[src/hw/pte_cache_pkg.sv]
package pte_cache_pkg;

    localparam int VADDR_W  = 32;
    localparam int PADDR_W  = 34;
    localparam int PTE_W    = 32;
    localparam int VPN_W    = 10;
    localparam int OFFSET_W = 12;

    // Sv32 PTE flag positions
    localparam int PTE_V     = 0;
    localparam int PTE_R     = 1;
    localparam int PTE_W_BIT = 2;
    localparam int PTE_X     = 3;
    localparam int PTE_U     = 4;
    localparam int PTE_G     = 5;
    localparam int PTE_A     = 6;
    localparam int PTE_D     = 7;

    localparam int PTE_RSW_LO  = 8;  // 2 bits
    localparam int PTE_PPN0_LO = 10; // 10 bits
    localparam int PTE_PPN1_LO = 20; // 12 bits

    // Access source
    localparam logic [1:0] SRC_FETCH = 2'b00;
    localparam logic [1:0] SRC_LOAD  = 2'b01;
    localparam logic [1:0] SRC_STORE = 2'b10;

    localparam logic [1:0] MODE_U = 2'b00;
    localparam logic [1:0] MODE_S = 2'b01;

    // Same address seen as a 4 KiB page or as a 4 MiB superpage
    typedef union packed {
        struct packed {
            logic [VPN_W-1:0]    vpn1;
            logic [VPN_W-1:0]    vpn0;
            logic [OFFSET_W-1:0] offset;
        } page;
        struct packed {
            logic [VPN_W-1:0]          vpn1;
            logic [VPN_W+OFFSET_W-1:0] offset;
        } superpage;
    } vaddr_u;

endpackage

[src/hw/pte_cache_ctrl.sv]
`timescale 1ns/1ps

module pte_cache_ctrl (
    input  logic                              clk,
    input  logic                              reset,
    input  logic                              req,
    input  logic [pte_cache_pkg::VADDR_W-1:0] req_vaddr,
    input  logic [1:0]                        req_source,
    input  logic                              flush,
    input  logic                              walk_full,
    input  logic                              hit0,
    input  logic                              hit1,
    input  logic [pte_cache_pkg::PTE_W-1:0]   entry0,
    input  logic [pte_cache_pkg::PTE_W-1:0]   entry1,
    input  logic                              misaligned1,
    input  logic                              fault0,
    input  logic                              fault1,
    input  logic [pte_cache_pkg::PADDR_W-1:0] paddr0,
    input  logic [pte_cache_pkg::PADDR_W-1:0] paddr1,
    output logic [pte_cache_pkg::VADDR_W-1:0] buf_vaddr,
    output logic [1:0]                        buf_source,
    output logic                              resp_valid,
    output logic                              resp_exception,
    output logic                              resp_error,
    output logic [pte_cache_pkg::PTE_W-1:0]   resp_entry,
    output logic [pte_cache_pkg::VADDR_W-1:0] resp_vaddr,
    output logic [1:0]                        resp_source,
    output logic                              resp_level,
    output logic                              walk_req,
    output logic [pte_cache_pkg::VADDR_W-1:0] walk_vaddr,
    output logic [1:0]                        walk_source,
    output logic [1:0]                        walk_hit_mask,
    output logic [pte_cache_pkg::PADDR_W-1:0] walk_paddr0,
    output logic [pte_cache_pkg::PADDR_W-1:0] walk_paddr1,
    output logic                              refill_ready
);

    logic       buf_req;
    logic [1:0] hit;
    logic [1:0] hit_first;
    logic [1:0] leaf;
    logic [1:0] exc;
    logic [1:0] leaf_hit;
    logic       usable;

    // Lookup stage, stores are read in the same cycle
    always_ff @(posedge clk) begin
        if (reset) begin
            buf_req <= 1'b0;
        end else begin
            buf_req <= req;
        end
    end

    always_ff @(posedge clk) begin
        buf_vaddr  <= req_vaddr;
        buf_source <= req_source;
    end

    assign hit = {hit1, hit0};

    assign leaf[0] = entry0[pte_cache_pkg::PTE_R] | entry0[pte_cache_pkg::PTE_W_BIT] |
                     entry0[pte_cache_pkg::PTE_X];
    assign leaf[1] = entry1[pte_cache_pkg::PTE_R] | entry1[pte_cache_pkg::PTE_W_BIT] |
                     entry1[pte_cache_pkg::PTE_X];

    assign exc[0] = fault0;
    assign exc[1] = fault1 | (leaf[1] & misaligned1); // Superpage with ppn0 set

    // Level 1 wins when both levels hit
    always_comb begin
        hit_first = 2'b00;
        if (hit[1]) begin
            hit_first = 2'b10;
        end else if (hit[0]) begin
            hit_first = 2'b01;
        end
    end

    assign leaf_hit = hit & leaf;
    assign usable   = |(hit_first & (leaf | exc));

    always_ff @(posedge clk) begin
        if (reset) begin
            resp_valid <= 1'b0;
            walk_req   <= 1'b0;
        end else begin
            resp_valid <= buf_req & (usable | walk_full) & ~flush;
            walk_req   <= buf_req & ~usable & ~walk_full & ~flush;
        end
    end

    always_ff @(posedge clk) begin
        resp_exception <= |(hit_first & exc);
        resp_error     <= ~usable & walk_full;
        resp_entry     <= leaf_hit[0] ? entry0 : entry1;
        resp_vaddr     <= buf_vaddr;
        resp_source    <= buf_source;
        resp_level     <= hit_first[1];

        walk_vaddr    <= buf_vaddr;
        walk_source   <= buf_source;
        walk_hit_mask <= hit_first; // Walker resumes below the deepest pointer
        walk_paddr0   <= paddr0;
        walk_paddr1   <= paddr1;
    end

    // Store ports are shared, a lookup always takes them
    assign refill_ready = ~req;

endmodule

[src/hw/pte_level_store.sv]
`timescale 1ns/1ps

module pte_level_store #(
    parameter int LEVEL = 0,
    parameter int SETS  = 16,
    parameter int BANK  = 4
) (
    input  logic                                      clk,
    input  logic                                      reset,
    input  logic                                      req,
    input  logic [pte_cache_pkg::VADDR_W-1:0]         req_vaddr,
    input  logic                                      flush,
    input  logic                                      refill_req,
    input  logic [1:0]                                refill_level_mask,
    input  logic [pte_cache_pkg::VADDR_W-1:0]         refill_vaddr,
    input  logic [BANK-1:0][pte_cache_pkg::PTE_W-1:0] refill_line,
    output logic                                      hit,
    output logic [pte_cache_pkg::PTE_W-1:0]           entry,
    output logic                                      misaligned
);

    localparam int KEY_W  = (LEVEL == 0) ? 2 * pte_cache_pkg::VPN_W : pte_cache_pkg::VPN_W;
    localparam int BANK_W = $clog2(BANK);
    localparam int SET_W  = $clog2(SETS);
    localparam int TAG_W  = KEY_W - SET_W - BANK_W;

    pte_cache_pkg::vaddr_u req_va;
    pte_cache_pkg::vaddr_u refill_va;
    logic [KEY_W-1:0]      req_key;
    logic [KEY_W-1:0]      refill_key;
    logic [SET_W-1:0]      idx;
    logic                  write_en;
    logic [BANK-1:0]       refill_mis;

    logic [SETS-1:0]                         valid_q;
    logic [TAG_W-1:0]                        tag_q  [SETS];
    logic [BANK-1:0]                         mis_q  [SETS];
    logic [BANK-1:0][pte_cache_pkg::PTE_W-1:0] line_q [SETS];

    logic                                      lk_q;
    logic                                      rd_valid_q;
    logic [TAG_W-1:0]                          rd_tag_q;
    logic [BANK-1:0]                           rd_mis_q;
    logic [BANK-1:0][pte_cache_pkg::PTE_W-1:0] rd_line_q;
    logic [TAG_W-1:0]                          lk_tag_q;
    logic [BANK_W-1:0]                         lk_bank_q;

    assign req_va    = req_vaddr;
    assign refill_va = refill_vaddr;

    generate
        if (LEVEL == 0) begin : g_full_vpn
            assign req_key    = {req_va.page.vpn1, req_va.page.vpn0};
            assign refill_key = {refill_va.page.vpn1, refill_va.page.vpn0};
        end else begin : g_vpn1
            assign req_key    = req_va.page.vpn1;
            assign refill_key = refill_va.page.vpn1;
        end
    endgenerate

    // Key layout is tag | set | bank
    assign idx      = req ? req_key[BANK_W +: SET_W] : refill_key[BANK_W +: SET_W];
    assign write_en = refill_req & refill_level_mask[LEVEL] & ~req;

    // Leaf with nonzero ppn0
    always_comb begin
        for (int i = 0; i < BANK; i++) begin
            refill_mis[i] = (refill_line[i][pte_cache_pkg::PTE_R] |
                             refill_line[i][pte_cache_pkg::PTE_W_BIT] |
                             refill_line[i][pte_cache_pkg::PTE_X]) &
                            (|refill_line[i][pte_cache_pkg::PTE_PPN0_LO +: pte_cache_pkg::VPN_W]);
        end
    end

    always_ff @(posedge clk) begin
        if (reset) begin
            valid_q <= '0;
        end else if (write_en) begin
            valid_q[idx] <= 1'b1;
        end
    end

    always_ff @(posedge clk) begin
        if (write_en) begin
            tag_q[idx]  <= refill_key[KEY_W-1 -: TAG_W];
            mis_q[idx]  <= refill_mis;
            line_q[idx] <= refill_line;
        end
    end

    always_ff @(posedge clk) begin
        if (reset) begin
            lk_q <= 1'b0;
        end else begin
            lk_q <= req;
        end
    end

    always_ff @(posedge clk) begin
        if (req) begin
            rd_valid_q <= valid_q[idx];
            rd_tag_q   <= tag_q[idx];
            rd_mis_q   <= mis_q[idx];
            rd_line_q  <= line_q[idx];
            lk_tag_q   <= req_key[KEY_W-1 -: TAG_W];
            lk_bank_q  <= req_key[BANK_W-1:0];
        end
    end

    assign hit        = lk_q & rd_valid_q & (rd_tag_q == lk_tag_q) & ~flush;
    assign entry      = rd_line_q[lk_bank_q];
    assign misaligned = rd_mis_q[lk_bank_q];

endmodule

[src/hw/pte_perm_check.sv]
`timescale 1ns/1ps

module pte_perm_check (
    input  logic [pte_cache_pkg::PTE_W-1:0] entry,
    input  logic [1:0]                      source,
    input  logic [1:0]                      priv_mode,
    input  logic                            sum,
    input  logic                            mxr,
    output logic                            fault
);

    logic v, r, w, x, u, a, d;
    logic is_fetch, is_load, is_store;
    logic leaf;
    logic type_ok;
    logic priv_bad;

    assign v = entry[pte_cache_pkg::PTE_V];
    assign r = entry[pte_cache_pkg::PTE_R];
    assign w = entry[pte_cache_pkg::PTE_W_BIT];
    assign x = entry[pte_cache_pkg::PTE_X];
    assign u = entry[pte_cache_pkg::PTE_U];
    assign a = entry[pte_cache_pkg::PTE_A];
    assign d = entry[pte_cache_pkg::PTE_D];

    assign is_fetch = source == pte_cache_pkg::SRC_FETCH;
    assign is_load  = source == pte_cache_pkg::SRC_LOAD;
    assign is_store = source == pte_cache_pkg::SRC_STORE;

    assign leaf = r | w | x;

    // MXR makes executable pages readable
    assign type_ok = (r & is_load) | (x & (is_fetch | (is_load & mxr))) | (w & is_store);

    assign priv_bad = ((priv_mode == pte_cache_pkg::MODE_S) & u & ~sum) |
                      ((priv_mode == pte_cache_pkg::MODE_U) & ~u);

    assign fault = ~v | (w & ~r) |
                   (|entry[pte_cache_pkg::PTE_RSW_LO +: 2]) |
                   (leaf & (~type_ok | priv_bad | ~a | (is_store & ~d)));

endmodule

[src/hw/pte_paddr_gen.sv]
`timescale 1ns/1ps

module pte_paddr_gen #(
    parameter int LEVEL = 0
) (
    input  logic [pte_cache_pkg::PTE_W-1:0]   entry,
    input  logic [pte_cache_pkg::VADDR_W-1:0] vaddr,
    output logic [pte_cache_pkg::PADDR_W-1:0] paddr
);

    pte_cache_pkg::vaddr_u va;
    logic                  leaf;

    assign va   = vaddr;
    assign leaf = entry[pte_cache_pkg::PTE_R] | entry[pte_cache_pkg::PTE_W_BIT] |
                  entry[pte_cache_pkg::PTE_X];

    generate
        if (LEVEL == 0) begin : g_page
            assign paddr = {entry[pte_cache_pkg::PTE_W-1:pte_cache_pkg::PTE_PPN0_LO],
                            va.page.offset};
        end else begin : g_super
            // Leaf maps a 4 MiB superpage, pointer gives the level-0 PTE address
            assign paddr = leaf ?
                {entry[pte_cache_pkg::PTE_W-1:pte_cache_pkg::PTE_PPN1_LO], va.superpage.offset} :
                {entry[pte_cache_pkg::PTE_W-1:pte_cache_pkg::PTE_PPN0_LO], va.page.vpn0, 2'b00};
        end
    endgenerate

endmodule

[src/hw/pte_cache_top.sv]
`timescale 1ns/1ps

module pte_cache_top #(
    parameter int L0_SETS = 16,
    parameter int L1_SETS = 8,
    parameter int BANK    = 4
) (
    input  logic                                    clk,
    input  logic                                    reset,
    input  logic                                    req,
    input  logic [pte_cache_pkg::VADDR_W-1:0]       req_vaddr,
    input  logic [1:0]                              req_source,
    input  logic                                    flush,
    input  logic [1:0]                              priv_mode,
    input  logic                                    sum,
    input  logic                                    mxr,
    output logic                                    resp_valid,
    output logic                                    resp_exception,
    output logic                                    resp_error,
    output logic [pte_cache_pkg::PTE_W-1:0]         resp_entry,
    output logic [pte_cache_pkg::VADDR_W-1:0]       resp_vaddr,
    output logic [1:0]                              resp_source,
    output logic                                    resp_level,
    output logic                                    walk_req,
    output logic [pte_cache_pkg::VADDR_W-1:0]       walk_vaddr,
    output logic [1:0]                              walk_source,
    output logic [1:0]                              walk_hit_mask,
    output logic [pte_cache_pkg::PADDR_W-1:0]       walk_paddr0,
    output logic [pte_cache_pkg::PADDR_W-1:0]       walk_paddr1,
    input  logic                                    walk_full,
    input  logic                                    refill_req,
    input  logic [1:0]                              refill_level_mask,
    input  logic [pte_cache_pkg::VADDR_W-1:0]       refill_vaddr,
    input  logic [BANK-1:0][pte_cache_pkg::PTE_W-1:0] refill_line,
    output logic                                    refill_ready
);

    logic                               hit0, hit1;
    logic [pte_cache_pkg::PTE_W-1:0]    entry0, entry1;
    logic                               misaligned1;
    logic                               fault0, fault1;
    logic [pte_cache_pkg::PADDR_W-1:0]  paddr0, paddr1;
    logic [pte_cache_pkg::VADDR_W-1:0]  buf_vaddr;
    logic [1:0]                         buf_source;

    pte_cache_ctrl u_ctrl (.*);

    pte_level_store #(.LEVEL(0), .SETS(L0_SETS), .BANK(BANK)) u_store0 (
        .clk, .reset, .req, .req_vaddr, .flush,
        .refill_req, .refill_level_mask, .refill_vaddr, .refill_line,
        .hit        (hit0),
        .entry      (entry0),
        .misaligned () // Superpage check only
    );

    pte_level_store #(.LEVEL(1), .SETS(L1_SETS), .BANK(BANK)) u_store1 (
        .clk, .reset, .req, .req_vaddr, .flush,
        .refill_req, .refill_level_mask, .refill_vaddr, .refill_line,
        .hit        (hit1),
        .entry      (entry1),
        .misaligned (misaligned1)
    );

    pte_perm_check u_perm0 (
        .entry (entry0), .source (buf_source), .priv_mode, .sum, .mxr, .fault (fault0)
    );

    pte_perm_check u_perm1 (
        .entry (entry1), .source (buf_source), .priv_mode, .sum, .mxr, .fault (fault1)
    );

    pte_paddr_gen #(.LEVEL(0)) u_paddr0 (.entry (entry0), .vaddr (buf_vaddr), .paddr (paddr0));
    pte_paddr_gen #(.LEVEL(1)) u_paddr1 (.entry (entry1), .vaddr (buf_vaddr), .paddr (paddr1));

endmodule

[config.mk]
export PLATFORM = sky130hd
export DESIGN_NAME = pte_cache_top
export DESIGN_NICKNAME = d
export VERILOG_FILES = /design/src/hw/pte_cache_pkg.sv /design/src/hw/pte_cache_ctrl.sv /design/src/hw/pte_level_store.sv /design/src/hw/pte_perm_check.sv /design/src/hw/pte_paddr_gen.sv /design/src/hw/pte_cache_top.sv
export SDC_FILE = /design/constraint.sdc
export NUM_CORES = 2
export LEC_CHECK = 0
export BUFFER_PORTS_ARGS = -buffer_cell sky130_fd_sc_hd__buf_2
export CORE_MARGIN = 10
export CORE_UTILIZATION = 43
export DETAILED_ROUTE_END_ITERATION = 10
export PLACE_DENSITY = 0.55
export SLEW_MARGIN = 20
export SYNTH_ARGS = -nofsm -noshare
export SYNTH_HDL_FRONTEND = slang
export SYNTH_HIERARCHICAL = 1
export SYNTH_SLANG_ARGS = --single-unit
[constraint.sdc]
create_clock -name clk -period 24.3 [get_ports clk]
set_clock_uncertainty 0.1 [all_clocks]
set_input_delay 3.645 -clock clk [delete_from_list [all_inputs] [get_ports clk]]
set_output_delay 3.645 -clock clk [all_outputs]
set_load 0.05 [all_outputs]
==> qor.yml <==
run_status:
  status: "finished clean"
route:
  wirelength_um: 490000
  wire_per_inst_um: 36.0
  num_vias: 86572
  drtIter0Drc: 10587
  via_per_inst: 6.36
  first_pass_iters: 6
  antenna_left: 0
  drc: 0
critical_path:
  critPathKind: "primary input to primary output"
  slowest_stage: "buf_8"
  cp-end-kind: "primary output"
  crit_required_ns: 20.56
  slowest_delay_ns: 0.43
  crit_chain: "buf_8 -> inv_1 -> buf_2"
  critPathBufInv: 3
  crit_arrival_ns: 4.65
  cp_top_family: "buffers and inverters"
  critPathLaunchType: "primary input"
  path_max_fanout: 74
yosys:
  synth_warnings: 6
  avgSynthCellArea_sq_um: 17.2
  postSynthCellCount: 8438
  synth_area_sq_um: 145000
  syn_nets: 8644
power_and_ir_drop:
  intPower_mw: 11.0
  pwr-share-clk: 0.411
  ir_drop_v: 0.0000604
  p_sw_frac: 0.233
  seqPwrFrac: 0.524
  p_sw_mw: 3.35
  leakagePower_nw: 52.3
  power.density_nw_per_um2: 87.6
  power_frac_comb: 0.066
timing:
  setup-tns-final_ns: 0
  relSlewSlack: 0.198
  hold_viol: 0
  drv_slew: 0
  hold_ws_ns: 0.223
  grt_setup_unrepaired: "false"
  setup_viol: 0
  min_period_ns: 8.39
  tightest_slew_ns: 1.20
  fmax_mhz: 119
  finalCritPeriodShare: 0.345
clock_tree:
  ctsHoldBuffers: 0
  h-tree-depth: 5
  clk_latency_ns: 0.96
  cts_tree: "done"
  cts_buffer_depth: 4
  cts_buffers: 399
  cts.sinks: 3873
  post_cts_buffers: 0
  cts.repair.resized: 0
  cts_root_buf: "clkbuf_16"
  clk_pin_slew_ns: 0.06
flow_run:
  drv_cap: 0
finish:
  final_util: 0.488
  fin_area_sq_um: 164000
  areaGrowthSynthToFinish_pct: 13.2
  drive_gt1_frac: 0.148
  layout.nets: 8899
  final_cells: 13605
  final_common_cell: "edfxtp_1"
  final_cell_mix: "edfxtp_1, o21ai_0, mux2i_1"
global_route:
  overflow: 0
  grt_antenna_before_repair: 126
  grt_pass1_vias: 84513
  grt_max_degree: 126
  grt_pass1_wl_um: 674000
  grt.total_usage: 0.260
die:
  dieHeight_um: 601
  die-width_um: 601
  initial_core_util: 0.431
  num_io_pins: 382
  die_area_sq_um: 361000
  core_area_sq_um: 337000
  rows: 213
worst_hold_path:
  min_path_type: "register to register"
placed_design:
  place_area_sq_um: 152000
  port_buffers: 367
  dpl.cell_count: 12807
  globalplace.congestion: 0.814
  dp_hpwl_um: 263000
-- flip-flops by register name, summed over array words and instances, names as in the netlist, 34 cells and up --
register,count
u_ctrl/walk_paddr0,34
u_ctrl/walk_paddr1,34
u_store0/line_q,2048
u_store0/rd_line_q,128
u_store0/tag_q,224
u_store1/line_q,1024
u_store1/rd_line_q,128
u_store1/tag_q,40
-- layout make-up --
| cell class | instances | area [sq um] |
|---|---|---|
| repair buffers | 569 | 3670 |
| multi-input cells | 3836 | 28000 |
| flip-flops and latches | 3873 | 114000 |
| diodes | 64 | 160 |
| inverters | 14 | 82.6 |
| clock buffers | 509 | 10800 |
| fillers | 27723 | 172000 |
| well taps | 4515 | 5650 |
| clock inverters | 225 | 1720 |
-- final timing paths --
path	start	end	slack, ns	cells past startpoint
max	req	refill_ready	15.91	3
max reg2reg	u_store0/lk_bank_q[0]	u_ctrl/resp_valid	20.08	9
min	u_ctrl/buf_vaddr[26]	u_ctrl/walk_vaddr[26]	0.22	0
min reg2reg	u_ctrl/buf_vaddr[26]	u_ctrl/walk_vaddr[26]	0.22	0
-- power by group through the flow --
stage	sequential [mW]	combinational [mW]	clock (mW)
after global placement	7.67	0.925	0
final	7.54	0.945	5.91
after detailed placement	7.67	0.936	0
after CTS	7.54	0.938	5.99
after floorplan	7.73	0.412	0
after global routing	7.54	0.980	6.25
-- per-layer routing --
metal / vias to the layer above / routed length [um] / track usage
li1: 34886 / - / -
met1: 45313 / 189000 / 0.349
met2: 5302 / 227000 / 0.411
met3: 1017 / 54700 / 0.0681
met4: 54 / 18500 / 0.0933
met5: - / 323 / 0
-- through the flow --
step | setup WS, ns | total power, mW
floorplan | 12.34 | 8.14
global placement | 15.39 | 8.60
detailed placement | 15.31 | 8.61
CTS | 15.94 | 14.5
global route | 15.86 | 14.8
finish | 15.91 | 14.4
Power figures use the tool's default switching activity.
